<file path="config.mk">
export PLATFORM = sky130hd
export DESIGN_NAME = dma_csr_top
export DESIGN_NICKNAME = d
export VERILOG_FILES = /design/src/dma_csr_pkg.sv /design/src/dma_csr_ctrl.sv /design/src/dma_perf_monitor.sv /design/src/dma_cpld_tracker.sv /design/src/dma_csr_readback.sv /design/src/dma_csr_top.sv
export SDC_FILE = /design/constraint.sdc
export NUM_CORES = 1
export LEC_CHECK = 0
export ABC_AREA = 1
export BUFFER_PORTS_ARGS = -buffer_cell sky130_fd_sc_hd__buf_4
export CELL_PAD_IN_SITES_DETAIL_PLACEMENT = 2
export CELL_PAD_IN_SITES_GLOBAL_PLACEMENT = 2
export CORE_ASPECT_RATIO = 1.2
export CORE_MARGIN = 5
export CORE_UTILIZATION = 31
export DETAILED_ROUTE_END_ITERATION = 8
export PLACE_DENSITY = 0.89
export SYNTH_ARGS = -nofsm -noshare
export SYNTH_HDL_FRONTEND = slang
export SYNTH_SLANG_ARGS = --single-unit
</file>
<file path="constraint.sdc">
create_clock -name clk -period 5.5 [get_ports clk]
set_input_delay 0.275 -clock clk [delete_from_list [all_inputs] [get_ports clk]]
set_output_delay 0.275 -clock clk [all_outputs]
set_load 0.03 [all_outputs]
</file>
<file path="src/dma_csr_pkg.sv">
// Shared widths, register indices and version constant for the DMA CSR block
package dma_csr_pkg;

    // --------------------------------------------------
    // Widths
    // --------------------------------------------------
    typedef logic [6:0]  csr_addr_t;      // Register index
    typedef logic [31:0] csr_data_t;
    typedef logic [31:0] dma_addr_t;
    typedef logic [15:0] dma_len_t;       // Length in DWORDs
    typedef logic [2:0]  tlp_tc_t;
    typedef logic [7:0]  up_addr_t;       // Upper address byte for 64-bit TLPs
    typedef logic [31:0] pkt_count_t;
    typedef logic [31:0] perf_cnt_t;
    typedef logic [20:0] cpld_size_t;     // Up to 2M DWORDs
    typedef logic [5:0]  lnk_width_t;
    typedef logic [2:0]  payload_size_t;  // Encoded as in the PCIe device control reg

    // --------------------------------------------------
    // Register map
    // --------------------------------------------------
    localparam csr_addr_t REG_CTRL_ID      = 7'd0;
    localparam csr_addr_t REG_DMA_CTRL     = 7'd1;
    localparam csr_addr_t REG_MWR_ADDR     = 7'd2;
    localparam csr_addr_t REG_MWR_LEN      = 7'd3;
    localparam csr_addr_t REG_MWR_COUNT    = 7'd4;
    localparam csr_addr_t REG_MWR_DATA     = 7'd5;
    localparam csr_addr_t REG_CPLD_DATA    = 7'd6;
    localparam csr_addr_t REG_MRD_ADDR     = 7'd7;
    localparam csr_addr_t REG_MRD_LEN      = 7'd8;
    localparam csr_addr_t REG_MRD_COUNT    = 7'd9;
    localparam csr_addr_t REG_MWR_PERF     = 7'd10;  // Read only from here on
    localparam csr_addr_t REG_MRD_PERF     = 7'd11;
    localparam csr_addr_t REG_CPL_STATUS   = 7'd12;
    localparam csr_addr_t REG_CPLD_FOUND   = 7'd13;
    localparam csr_addr_t REG_CPLD_SIZE    = 7'd14;
    localparam csr_addr_t REG_LINK_WIDTH   = 7'd15;
    localparam csr_addr_t REG_LINK_PAYLOAD = 7'd16;

    localparam logic [7:0] VERSION_NUMBER  = 8'h16;

endpackage

</file>
<file path="src/dma_csr_ctrl.sv">
// Write decoder and writable DMA setup registers
`timescale 1ns/1ps

module dma_csr_ctrl import dma_csr_pkg::*; (
    input  logic       clk,
    input  logic       rst_n,
    input  csr_addr_t  csr_addr_i,
    input  logic       csr_wr_en_i,
    input  csr_data_t  csr_wr_data_i,
    output logic       init_rst_o,
    output logic       mwr_start_o,
    output logic       mwr_int_dis_o,
    output logic       mwr_relaxed_order_o,
    output logic       mwr_nosnoop_o,
    output logic       mrd_start_o,
    output logic       mrd_int_dis_o,
    output logic       mrd_relaxed_order_o,
    output logic       mrd_nosnoop_o,
    output dma_addr_t  mwr_addr_o,
    output dma_addr_t  mrd_addr_o,
    output dma_len_t   mwr_len_o,
    output dma_len_t   mrd_len_o,
    output tlp_tc_t    mwr_tlp_tc_o,
    output tlp_tc_t    mrd_tlp_tc_o,
    output logic       mwr_64b_en_o,
    output logic       mrd_64b_en_o,
    output logic       mwr_phant_func_dis1_o,
    output logic       mrd_phant_func_dis1_o,
    output up_addr_t   mwr_up_addr_o,
    output up_addr_t   mrd_up_addr_o,
    output pkt_count_t mwr_count_o,
    output pkt_count_t mrd_count_o,
    output csr_data_t  mwr_data_o,
    output csr_data_t  cpld_data_o
);

    // --------------------------------------------------
    // Control bits, regs 0 and 1
    // --------------------------------------------------
    always_ff @(posedge clk) begin
        if (!rst_n) begin
            init_rst_o          <= 1'b0;
            mwr_start_o         <= 1'b0;
            mwr_int_dis_o       <= 1'b0;
            mwr_relaxed_order_o <= 1'b0;
            mwr_nosnoop_o       <= 1'b0;
            mrd_start_o         <= 1'b0;
            mrd_int_dis_o       <= 1'b0;
            mrd_relaxed_order_o <= 1'b0;
            mrd_nosnoop_o       <= 1'b0;
        end else begin
            if (csr_wr_en_i && csr_addr_i == REG_CTRL_ID)
                init_rst_o <= csr_wr_data_i[0];
            if (csr_wr_en_i && csr_addr_i == REG_DMA_CTRL) begin
                mwr_start_o         <= csr_wr_data_i[0];
                mwr_relaxed_order_o <= csr_wr_data_i[5];
                mwr_nosnoop_o       <= csr_wr_data_i[6];
                mwr_int_dis_o       <= csr_wr_data_i[7];
                mrd_start_o         <= csr_wr_data_i[16];
                mrd_relaxed_order_o <= csr_wr_data_i[21];
                mrd_nosnoop_o       <= csr_wr_data_i[22];
                mrd_int_dis_o       <= csr_wr_data_i[23];
            end
            // Initiator reset wins over any start write
            if (init_rst_o) begin
                mwr_start_o <= 1'b0;
                mrd_start_o <= 1'b0;
            end
        end
    end

    // --------------------------------------------------
    // Addresses, lengths, counts and data words
    // --------------------------------------------------
    always_ff @(posedge clk) begin
        if (csr_wr_en_i) begin
            case (csr_addr_i)
                REG_MWR_ADDR:  mwr_addr_o <= csr_wr_data_i;
                REG_MWR_LEN: begin
                    mwr_len_o             <= csr_wr_data_i[15:0];
                    mwr_tlp_tc_o          <= csr_wr_data_i[18:16];
                    mwr_64b_en_o          <= csr_wr_data_i[19];
                    mwr_phant_func_dis1_o <= csr_wr_data_i[20];
                    mwr_up_addr_o         <= csr_wr_data_i[31:24];
                end
                REG_MWR_COUNT: mwr_count_o <= csr_wr_data_i;
                REG_MWR_DATA:  mwr_data_o  <= csr_wr_data_i;  // Write pattern
                REG_CPLD_DATA: cpld_data_o <= csr_wr_data_i;  // Expected completion data
                REG_MRD_ADDR:  mrd_addr_o  <= csr_wr_data_i;
                REG_MRD_LEN: begin
                    mrd_len_o             <= csr_wr_data_i[15:0];
                    mrd_tlp_tc_o          <= csr_wr_data_i[18:16];
                    mrd_64b_en_o          <= csr_wr_data_i[19];
                    mrd_phant_func_dis1_o <= csr_wr_data_i[20];
                    mrd_up_addr_o         <= csr_wr_data_i[31:24];
                end
                REG_MRD_COUNT: mrd_count_o <= csr_wr_data_i;
                default: ;
            endcase
        end
    end

    // Starts stay off while the initiator is held in reset
    a_init_clears_start: assert property (@(posedge clk) disable iff (!rst_n)
        init_rst_o |=> !mwr_start_o && !mrd_start_o);

endmodule

</file>
<file path="src/dma_perf_monitor.sv">
// Memory write and memory read performance cycle counters
`timescale 1ns/1ps

module dma_perf_monitor import dma_csr_pkg::*; (
    input  logic      clk,
    input  logic      rst_n,
    input  logic      init_rst_i,
    input  logic      mwr_start_i,
    input  logic      mwr_done_i,
    input  logic      mrd_start_i,
    input  logic      mrd_done_i,
    output perf_cnt_t mwr_perf_o,
    output perf_cnt_t mrd_perf_o
);

    // Count cycles between start and done
    always_ff @(posedge clk) begin
        if (!rst_n || init_rst_i) begin
            mwr_perf_o <= '0;
            mrd_perf_o <= '0;
        end else begin
            if (mwr_start_i && !mwr_done_i)
                mwr_perf_o <= mwr_perf_o + 1'b1;
            if (mrd_start_i && !mrd_done_i)
                mrd_perf_o <= mrd_perf_o + 1'b1;
        end
    end

    a_mwr_perf_mono: assert property (@(posedge clk) disable iff (!rst_n)
        !init_rst_i |=> mwr_perf_o >= $past(mwr_perf_o));

    a_mrd_perf_mono: assert property (@(posedge clk) disable iff (!rst_n)
        !init_rst_i |=> mrd_perf_o >= $past(mrd_perf_o));

endmodule

</file>
<file path="src/dma_cpld_tracker.sv">
// Expected completion size, size compare and memory read done flag
`timescale 1ns/1ps

module dma_cpld_tracker import dma_csr_pkg::*; (
    input  logic       clk,
    input  logic       rst_n,
    input  logic       init_rst_i,
    input  logic       mrd_start_i,
    input  dma_len_t   mrd_len_i,
    input  pkt_count_t mrd_count_i,
    input  csr_data_t  cpld_data_size_i,
    output logic       mrd_done_o
);

    cpld_size_t expect_size;
    cpld_size_t rcvd_size;
    logic       size_match;

    // --------------------------------------------------
    // Two stage compare pipeline
    // --------------------------------------------------
    always_ff @(posedge clk) begin
        if (!rst_n || init_rst_i) begin
            expect_size <= '0;
            rcvd_size   <= '0;
            size_match  <= 1'b0;
        end else begin
            // Length times count, truncated to the size counter width
            expect_size <= {5'b0, mrd_len_i} * {5'b0, mrd_count_i[15:0]};
            rcvd_size   <= cpld_data_size_i[20:0];
            size_match  <= (expect_size == rcvd_size);
        end
    end

    // Sticky until the next initiator reset
    always_ff @(posedge clk) begin
        if (!rst_n || init_rst_i)
            mrd_done_o <= 1'b0;
        else if (mrd_start_i && size_match)
            mrd_done_o <= 1'b1;
    end

    a_done_needs_start: assert property (@(posedge clk) disable iff (!rst_n)
        $rose(mrd_done_o) |-> $past(mrd_start_i));

endmodule

</file>
<file path="src/dma_csr_readback.sv">
// Registered read multiplexer for all CSR words
`timescale 1ns/1ps

module dma_csr_readback import dma_csr_pkg::*; #(
    parameter logic [7:0] FPGA_FAMILY    = 8'h23,
    parameter logic [3:0] INTERFACE_TYPE = 4'h1
) (
    input  logic          clk,
    input  logic          rst_n,
    input  csr_addr_t     csr_addr_i,
    input  logic          init_rst_i,
    input  logic          mwr_start_i,
    input  logic          mwr_int_dis_i,
    input  logic          mwr_relaxed_order_i,
    input  logic          mwr_nosnoop_i,
    input  logic          mrd_start_i,
    input  logic          mrd_int_dis_i,
    input  logic          mrd_relaxed_order_i,
    input  logic          mrd_nosnoop_i,
    input  dma_addr_t     mwr_addr_i,
    input  dma_addr_t     mrd_addr_i,
    input  dma_len_t      mwr_len_i,
    input  dma_len_t      mrd_len_i,
    input  tlp_tc_t       mwr_tlp_tc_i,
    input  tlp_tc_t       mrd_tlp_tc_i,
    input  logic          mwr_64b_en_i,
    input  logic          mrd_64b_en_i,
    input  logic          mwr_phant_func_dis1_i,
    input  logic          mrd_phant_func_dis1_i,
    input  up_addr_t      mwr_up_addr_i,
    input  up_addr_t      mrd_up_addr_i,
    input  pkt_count_t    mwr_count_i,
    input  pkt_count_t    mrd_count_i,
    input  csr_data_t     mwr_data_i,
    input  csr_data_t     cpld_data_i,
    input  logic          mrd_done_i,
    input  perf_cnt_t     mwr_perf_i,
    input  perf_cnt_t     mrd_perf_i,
    input  logic          cpld_data_err_i,
    input  logic          cpld_malformed_i,
    input  logic [7:0]    cpl_ur_found_i,
    input  logic [7:0]    cpl_ur_tag_i,
    input  csr_data_t     cpld_found_i,
    input  csr_data_t     cpld_data_size_i,
    input  lnk_width_t    cfg_cap_max_lnk_width_i,
    input  lnk_width_t    cfg_neg_max_lnk_width_i,
    input  payload_size_t cfg_cap_max_payload_size_i,
    input  payload_size_t cfg_prg_max_payload_size_i,
    input  payload_size_t cfg_max_rd_req_size_i,
    output csr_data_t     csr_rd_data_o
);

    always_ff @(posedge clk) begin
        if (!rst_n) begin
            csr_rd_data_o <= '0;
        end else begin
            case (csr_addr_i)
                REG_CTRL_ID: csr_rd_data_o <= {FPGA_FAMILY, 4'b0, INTERFACE_TYPE,
                                               VERSION_NUMBER, 7'b0, init_rst_i};
                REG_DMA_CTRL: csr_rd_data_o <= {cpld_data_err_i, 6'b0, mrd_done_i,
                    mrd_int_dis_i, mrd_nosnoop_i, mrd_relaxed_order_i, 4'b0, mrd_start_i,
                    8'b0,
                    mwr_int_dis_i, mwr_nosnoop_i, mwr_relaxed_order_i, 4'b0, mwr_start_i};
                REG_MWR_ADDR:  csr_rd_data_o <= mwr_addr_i;
                REG_MWR_LEN:   csr_rd_data_o <= {mwr_up_addr_i, 3'b0, mwr_phant_func_dis1_i,
                                                 mwr_64b_en_i, mwr_tlp_tc_i, mwr_len_i};
                REG_MWR_COUNT: csr_rd_data_o <= mwr_count_i;
                REG_MWR_DATA:  csr_rd_data_o <= mwr_data_i;
                REG_CPLD_DATA: csr_rd_data_o <= cpld_data_i;
                REG_MRD_ADDR:  csr_rd_data_o <= mrd_addr_i;
                REG_MRD_LEN:   csr_rd_data_o <= {mrd_up_addr_i, 3'b0, mrd_phant_func_dis1_i,
                                                 mrd_64b_en_i, mrd_tlp_tc_i, mrd_len_i};
                REG_MRD_COUNT: csr_rd_data_o <= mrd_count_i;
                // Read-only status from here on
                REG_MWR_PERF:   csr_rd_data_o <= mwr_perf_i;
                REG_MRD_PERF:   csr_rd_data_o <= mrd_perf_i;
                REG_CPL_STATUS: csr_rd_data_o <= {15'b0, cpld_malformed_i,
                                                  cpl_ur_tag_i, cpl_ur_found_i};
                REG_CPLD_FOUND: csr_rd_data_o <= cpld_found_i;
                REG_CPLD_SIZE:  csr_rd_data_o <= cpld_data_size_i;
                REG_LINK_WIDTH: csr_rd_data_o <= {16'b0, 2'b0, cfg_neg_max_lnk_width_i,
                                                  2'b0, cfg_cap_max_lnk_width_i};
                REG_LINK_PAYLOAD: csr_rd_data_o <= {13'b0, cfg_max_rd_req_size_i,
                                                    5'b0, cfg_prg_max_payload_size_i,
                                                    5'b0, cfg_cap_max_payload_size_i};
                default: csr_rd_data_o <= '0;  // Unmapped space
            endcase
        end
    end

endmodule

</file>
<file path="src/dma_csr_top.sv">
// Top level of the DMA CSR block with control, counters, tracker and readback
`timescale 1ns/1ps

module dma_csr_top import dma_csr_pkg::*; #(
    parameter logic [7:0] FPGA_FAMILY    = 8'h23,
    parameter logic [3:0] INTERFACE_TYPE = 4'h1
) (
    input  logic          clk,
    input  logic          rst_n,
    input  csr_addr_t     csr_addr_i,
    input  logic          csr_wr_en_i,
    input  csr_data_t     csr_wr_data_i,
    output csr_data_t     csr_rd_data_o,
    output logic          init_rst_o,
    output logic          mwr_start_o,
    output logic          mwr_int_dis_o,
    output logic          mwr_relaxed_order_o,
    output logic          mwr_nosnoop_o,
    output logic          mrd_start_o,
    output logic          mrd_int_dis_o,
    output logic          mrd_relaxed_order_o,
    output logic          mrd_nosnoop_o,
    output dma_addr_t     mwr_addr_o,
    output dma_addr_t     mrd_addr_o,
    output dma_len_t      mwr_len_o,
    output dma_len_t      mrd_len_o,
    output tlp_tc_t       mwr_tlp_tc_o,
    output tlp_tc_t       mrd_tlp_tc_o,
    output logic          mwr_64b_en_o,
    output logic          mrd_64b_en_o,
    output logic          mwr_phant_func_dis1_o,
    output logic          mrd_phant_func_dis1_o,
    output up_addr_t      mwr_up_addr_o,
    output up_addr_t      mrd_up_addr_o,
    output pkt_count_t    mwr_count_o,
    output pkt_count_t    mrd_count_o,
    output csr_data_t     mwr_data_o,
    output csr_data_t     cpld_data_o,
    input  logic          mwr_done_i,
    output logic          mrd_done_o,
    input  logic          cpld_data_err_i,
    input  logic          cpld_malformed_i,
    input  logic [7:0]    cpl_ur_found_i,
    input  logic [7:0]    cpl_ur_tag_i,
    input  csr_data_t     cpld_found_i,
    input  csr_data_t     cpld_data_size_i,
    input  lnk_width_t    cfg_cap_max_lnk_width_i,
    input  lnk_width_t    cfg_neg_max_lnk_width_i,
    input  payload_size_t cfg_cap_max_payload_size_i,
    input  payload_size_t cfg_prg_max_payload_size_i,
    input  payload_size_t cfg_max_rd_req_size_i
);

    perf_cnt_t mwr_perf;
    perf_cnt_t mrd_perf;

    dma_csr_ctrl i_ctrl (.*);

    dma_perf_monitor i_perf (
        .clk         (clk),
        .rst_n       (rst_n),
        .init_rst_i  (init_rst_o),
        .mwr_start_i (mwr_start_o),
        .mwr_done_i  (mwr_done_i),
        .mrd_start_i (mrd_start_o),
        .mrd_done_i  (mrd_done_o),   // Read done comes from the tracker
        .mwr_perf_o  (mwr_perf),
        .mrd_perf_o  (mrd_perf)
    );

    dma_cpld_tracker i_cpld (
        .clk              (clk),
        .rst_n            (rst_n),
        .init_rst_i       (init_rst_o),
        .mrd_start_i      (mrd_start_o),
        .mrd_len_i        (mrd_len_o),
        .mrd_count_i      (mrd_count_o),
        .cpld_data_size_i (cpld_data_size_i),
        .mrd_done_o       (mrd_done_o)
    );

    // --------------------------------------------------
    // Read mux
    // --------------------------------------------------
    dma_csr_readback #(
        .FPGA_FAMILY    (FPGA_FAMILY),
        .INTERFACE_TYPE (INTERFACE_TYPE)
    ) i_rdbk (
        .init_rst_i            (init_rst_o),
        .mwr_start_i           (mwr_start_o),
        .mwr_int_dis_i         (mwr_int_dis_o),
        .mwr_relaxed_order_i   (mwr_relaxed_order_o),
        .mwr_nosnoop_i         (mwr_nosnoop_o),
        .mrd_start_i           (mrd_start_o),
        .mrd_int_dis_i         (mrd_int_dis_o),
        .mrd_relaxed_order_i   (mrd_relaxed_order_o),
        .mrd_nosnoop_i         (mrd_nosnoop_o),
        .mwr_addr_i            (mwr_addr_o),
        .mrd_addr_i            (mrd_addr_o),
        .mwr_len_i             (mwr_len_o),
        .mrd_len_i             (mrd_len_o),
        .mwr_tlp_tc_i          (mwr_tlp_tc_o),
        .mrd_tlp_tc_i          (mrd_tlp_tc_o),
        .mwr_64b_en_i          (mwr_64b_en_o),
        .mrd_64b_en_i          (mrd_64b_en_o),
        .mwr_phant_func_dis1_i (mwr_phant_func_dis1_o),
        .mrd_phant_func_dis1_i (mrd_phant_func_dis1_o),
        .mwr_up_addr_i         (mwr_up_addr_o),
        .mrd_up_addr_i         (mrd_up_addr_o),
        .mwr_count_i           (mwr_count_o),
        .mrd_count_i           (mrd_count_o),
        .mwr_data_i            (mwr_data_o),
        .cpld_data_i           (cpld_data_o),
        .mrd_done_i            (mrd_done_o),
        .mwr_perf_i            (mwr_perf),
        .mrd_perf_i            (mrd_perf),
        .*
    );

endmodule

</file>
; ---- Yosys cells after proc, flatten, opt, wreduce, memory -nomap -nowiden
; Cells that the tools add are included.
[totals]
input_bits = 146
out_inout_bits = 292
reg_bits = 399
word_cells = 73
[classes]
n_reduce_logical = 19
n_mul = 1
n_addsub = 2
n_bitwise = 1
mux = 1
eq_ne = 17
[ops]
columns = operator, count
row1 = case mux 32 bit (17 select lines), 1
row2 = adder 32 x 1 -> 32 bit (second input constant), 2
row3 = == test 7 x 4 -> 1 bit (second input constant), 8
row4 = == test 7 x 3 -> 1 bit (second input constant), 4
row5 = == test 21 bit, 1
row6 = multiplier 16 x 16 -> 21 bit, 1
row7 = AND reduction 2 bit, 8
row8 = == test 7 x 2 -> 1 bit (second input constant), 2
row9 = == test 7 x 1 -> 1 bit (second input constant), 1
row10 = == test 7 x 5 -> 1 bit (second input constant), 1
row11 = logical NOT 7 bit, 1
row12 = logical AND 1 bit, 5
row13 = logical NOT 1 bit, 3
row14 = OR reduction 2 bit, 1
row15 = logical OR 1 bit, 1
row16 = NOT 1 bit, 1

; ---- Depth between registers and ports, before layout
[depth]
word_depth = 2
depth_mapped = 27
ltp_nobuf = 25

; ---- By module
; From an unflattened synthesis, not the netlist that was laid out.
[hier_totals]
hier_cells = 3026
hier_area_um2 = 24666.2
[modules_own_cells]
columns = mod, cells_per_inst, seq_area_each_um2, area_per_inst_um2, instances
row1 = dma_cpld_tracker, 1118, 880.8, 8102.8, 1
row2 = dma_csr_ctrl, 337, 7687.4, 8051.5, 1
row3 = dma_csr_readback, 1021, 640.6, 4937.2, 1
row4 = dma_perf_monitor, 550, 1281.2, 3574.7, 1

; ---- Worst setup path after synthesis
; No wires, ideal clock.
[synth_timing]
path_kind = reg-to-reg
startpoint = reg i_ctrl.mrd_count_o[1]
endpoint = reg i_cpld.expect_size[12]
path_stages_with_launch = 20
synth_period_minus_slack_ps = 5504
required_time_ps = 5378
setup_time_ps = 122
slack_ps = -4
path_buffers = 2
arrival_time_ps = 5382
cell_sequence = edfxtp_1 -> clkbuf_1 -> clkbuf_1 -> nand2_1 -> fa_1 -> fa_1 -> fa_1 -> fa_1 -> inv_1 -> fa_1 -> inv_1 -> fa_1 -> inv_1 -> ha_1 -> a21o_1 -> a21oi_1 -> nand2_1 -> a31o_2 -> o21ai_0 -> a21oi_1
[synth_between]
elab_chain_cells = 1
[synth_rtl]
columns = element, line
row1 = start: declaration, dma_csr_ctrl.sv:32  ; output pkt_count_t mrd_count_o,
row2 = start signal: assignment, dma_csr_ctrl.sv:97  ; REG_MRD_COUNT: mrd_count_o <= csr_wr_data_i;
row3 = multiplier 16 x 16 -> 21 bit, dma_cpld_tracker.sv:29  ; expect_size <= {5'b0, mrd_len_i} * {5'b0, mrd_count_i[15:0]};
row4 = end signal: assignment, dma_cpld_tracker.sv:29
row5 = end: declaration, dma_cpld_tracker.sv:15  ; cpld_size_t expect_size;
; Every way passes these cells.
; A chain may end at the register's enable or synchronous reset.

; ---- Worst setup path in the final report
[layout_timing]
startpoint = reg i_ctrl.mrd_len_o[6]
endpoint = reg i_cpld.expect_size[20]
[layout_between]
elab_chain_cells = 1
[layout_rtl]
columns = element, line
row1 = start: declaration, dma_csr_ctrl.sv:22  ; output dma_len_t mrd_len_o,
row2 = start signal: assignment, dma_csr_ctrl.sv:91  ; mrd_len_o <= csr_wr_data_i[15:0];
row3 = multiplier 16 x 16 -> 21 bit, dma_cpld_tracker.sv:29
; Every way passes these cells.

==> metrics.txt <==
top cells by area, synth=edfxtp_1 (32%), dfxtp_1 (13%), fa_1 (12%); Clock Pin Slew Worst Setup and Hold Paths=80 ps; setup TNS=-2620 ps; Max stage delay on crit path=540 ps; crit path launch type=flip-flop; mapped cell area=23400 µm²; commonest non-fill, non-tap cell in the layout=nand2_1; failing checks=capacitance limit, slew limit, setup timing; Pwr Density=241 nW/µm²; distinct cell type count after synthesis=54; DR pass1 iterations=5; Top Layer Used=met5; async set-reset flop share out of synthesis=0%; # H-tree levels=2; area grow syn2layout=33.2%; Synth Flop Type=edfxtp_1; r2r setup slk=-560 ps; Routed wire per std cell=34.9 µm; Gate Count Post-Synth=2639; nets=3587; path type of the worst setup path=reg2reg; clock tree buffer depth=3; clock sinks=399; final setup margin=-556 ps; GRT overflow=0; CTS buffer count=48; Critical-path top delay cell=edfxtp_1; die area=80900 µm²; first-pass GRT wire length=194000 µm; PortBufs=437; crit path capture type=flip-flop; core area=74900 µm²; worst-path maximum fanout=7; Die Y-Extent=311 µm; total track usage=33.2%; post-synthesis sequential area ratio=44.9%; layout cells sized above 1=25.2%; WP data required=5970 ps; number of DRC markers in iteration 0=2233; met3 wire length=13800 µm; #FFs+latches synth=399; Tightest Pin Transition=1600 ps; worst min path class=in2reg; DRC viols=0; I/O pin cnt=438; EDFF count, synth=250; CTS tree=yes; skew final=51.4 ps; leading area contributor after synthesis=edfxtp_1; CP cell instances=buf_6, nand2_1, fa_1, inv_1, fa_1, inv_1, fa_1, inv_2, fa_2, fa_2, inv_1, fa_1, inv_1, ha_4, a21o_1, o21bai_2, a21oi_2, nand2_1, nor2_2, nand3_1, nand2_1, nor2_1; Final min period=6060 ps; Clock Latency Late Sink=630 ps; row cnt=110; Mapped Avg Cell Area=8.85 µm²; DRT antenna net count=0; Starting Density=31.2%; Lkg Pwr=14.0 nW; VDD IR max=291 µV; wl on met1=50800 µm; post-synth top area share=32.1%; RSZ-0062 raised after global routing=true; Slew Viols, Final=2; Fin. Hold Viols=0; Die X=261 µm; most frequent cells in the layout=nand2_1 (659), buf_4 (584), inv_1 (471); Max Cap Viol=1; via/cell ratio=5.65; status=complete, but fails checks; Crit path arrival time=6530 ps; HPWL Detailed=101000 µm; GP Congestion=0.925; max_slew headroom=-7.31%; Final setup viols=9; CP delay by family, top=adder cells; Ys Warns=0; DRT Wirelength=149000 µm; DR vias=24200; pin count of the biggest net entering global routing=40; Worst Path Buf+Inv=6; antenna violations before repair=14; Mapped Nets=2988; Fmax=0.165 GHz; Pwr Total=7.50 mW; root buffer cell=clkbuf_16; post-route clock period utilization=110%; vias in the first global route=26400; met2 routed WL=69900 µm
Yosys cell counts (9+ instances only):
library cell  number
buf_6             11
inv_2             17
nand2_1          670
clkbuf_1          47
edfxtp_1         250
nand2_2           11
o2111ai_1         17
buf_2             31
a21oi_1          110
inv_1            487
ha_1              61
nand3_1           98
a211oi_1           9
nor3_1            40
o21ai_0           68
fa_1             142
nor2_1           186
dfxtp_1          149
o22ai_1           20
a31oi_1           12
xor2_1            27
a221oi_1          14
nand4_1           51
registers in the layout (all words and copies together) (netlist names), 3 cells and up:
name                  count
i_cpld.expect_size       21
i_ctrl.mrd_addr_o        32
i_ctrl.mwr_tlp_tc_o       3
i_ctrl.mwr_count_o       32
i_perf.mwr_perf_o        32
i_ctrl.mrd_count_o       32
i_ctrl.mwr_up_addr_o      8
i_ctrl.mrd_len_o         16
i_ctrl.mrd_up_addr_o      8
i_perf.mrd_perf_o        32
i_ctrl.mrd_tlp_tc_o       3
i_ctrl.mwr_data_o        32
i_ctrl.cpld_data_o       32
i_cpld.rcvd_size         21
i_ctrl.mwr_len_o         16
i_ctrl.mwr_addr_o        32
i_rdbk.csr_rd_data_o     32
cell type report:
type / count / area, µm²
clock inverter: 29 / 273
inverter: 507 / 1900
antenna: 3 / 7.51
multi-input combinational: 1634 / 10800
clock buffer: 60 / 1270
tap: 1008 / 1260
sequential: 399 / 10500
timing repair buffer: 648 / 5100
fill: 8194 / 43800
worst register-to-register path, cell delays in order (launching register included):
cell and delay (ps):
edfxtp_1 540, buf_6 220, nand2_1 130, fa_1 500
inv_1 210, fa_1 460, inv_1 110, fa_1 440
inv_2 110, fa_2 470, fa_2 430, inv_1 210
fa_1 530, inv_1 200, ha_4 250, a21o_1 210
o21bai_2 230, a21oi_2 150, nand2_1 100, nor2_2 180
nand3_1 100, nand2_1 90, nor2_1 50
power breakdown:
part           total [mW]  internal, mW  leakage, nW  switching, mW
clock                3.34          1.83        0.749           1.51
sequential           3.25          3.22         3.46         0.0286
combinational       0.916         0.339         9.82          0.577
per-layer routing:
| layer | global-route usage (%) | vias up |
|---|---|---|
| met5 | 0 | - |
| met4 | 22.4 | 12 |
| met1 | 36.2 | 12300 |
| met2 | 56.3 | 1631 |
| li1 | - | 9643 |
| met3 | 8.97 | 654 |
worst paths after layout:
path,from,to,cells after the start
setup / recovery,i_ctrl.mrd_len_o[6],i_cpld.expect_size[20],22
hold / removal,csr_wr_en_i,i_ctrl.mwr_start_o,3
setup reg to reg,i_ctrl.mrd_len_o[6],i_cpld.expect_size[20],22
hold reg to reg,i_perf.mwr_perf_o[31],i_perf.mwr_perf_o[31],2
what timing repair did:
item	4_1_cts	5_1_grt
hold buffers	43	0
gates resized for setup	2	103
endpoints found under the hold margin	226	0
setup buffers	28	53
setup endpoints to repair	9	11
pin swaps	0	41
kinds of logic after synthesis:
group | count (synthesis) | synth area share [%]
AO/OA/AOI/OAI | 295 | 7.75
flip-flops | 399 | 44.9
buffers and inverters | 606 | 10.4
AND/OR/NAND/NOR | 1101 | 20.2
XOR/XNOR | 35 | 1.31
adder cells (fa/ha/maj) | 203 | 15.4
through the flow:
step                utilization, %  instances  hold slack [ps]  instance area (µm²)  setup slack [ps]
finish                        41.6       4288             10.3                31100              -556
CTS                           40.5       4233             12.5                30400              19.1
global placement              37.6       4073              454                28200               147
floorplan                        -       2639              373                23400              21.6
detailed placement            37.6       4073              462                28200             -88.1
global route                  41.5       4285             17.1                31100              -520
(Power assumes the default switching activity.)
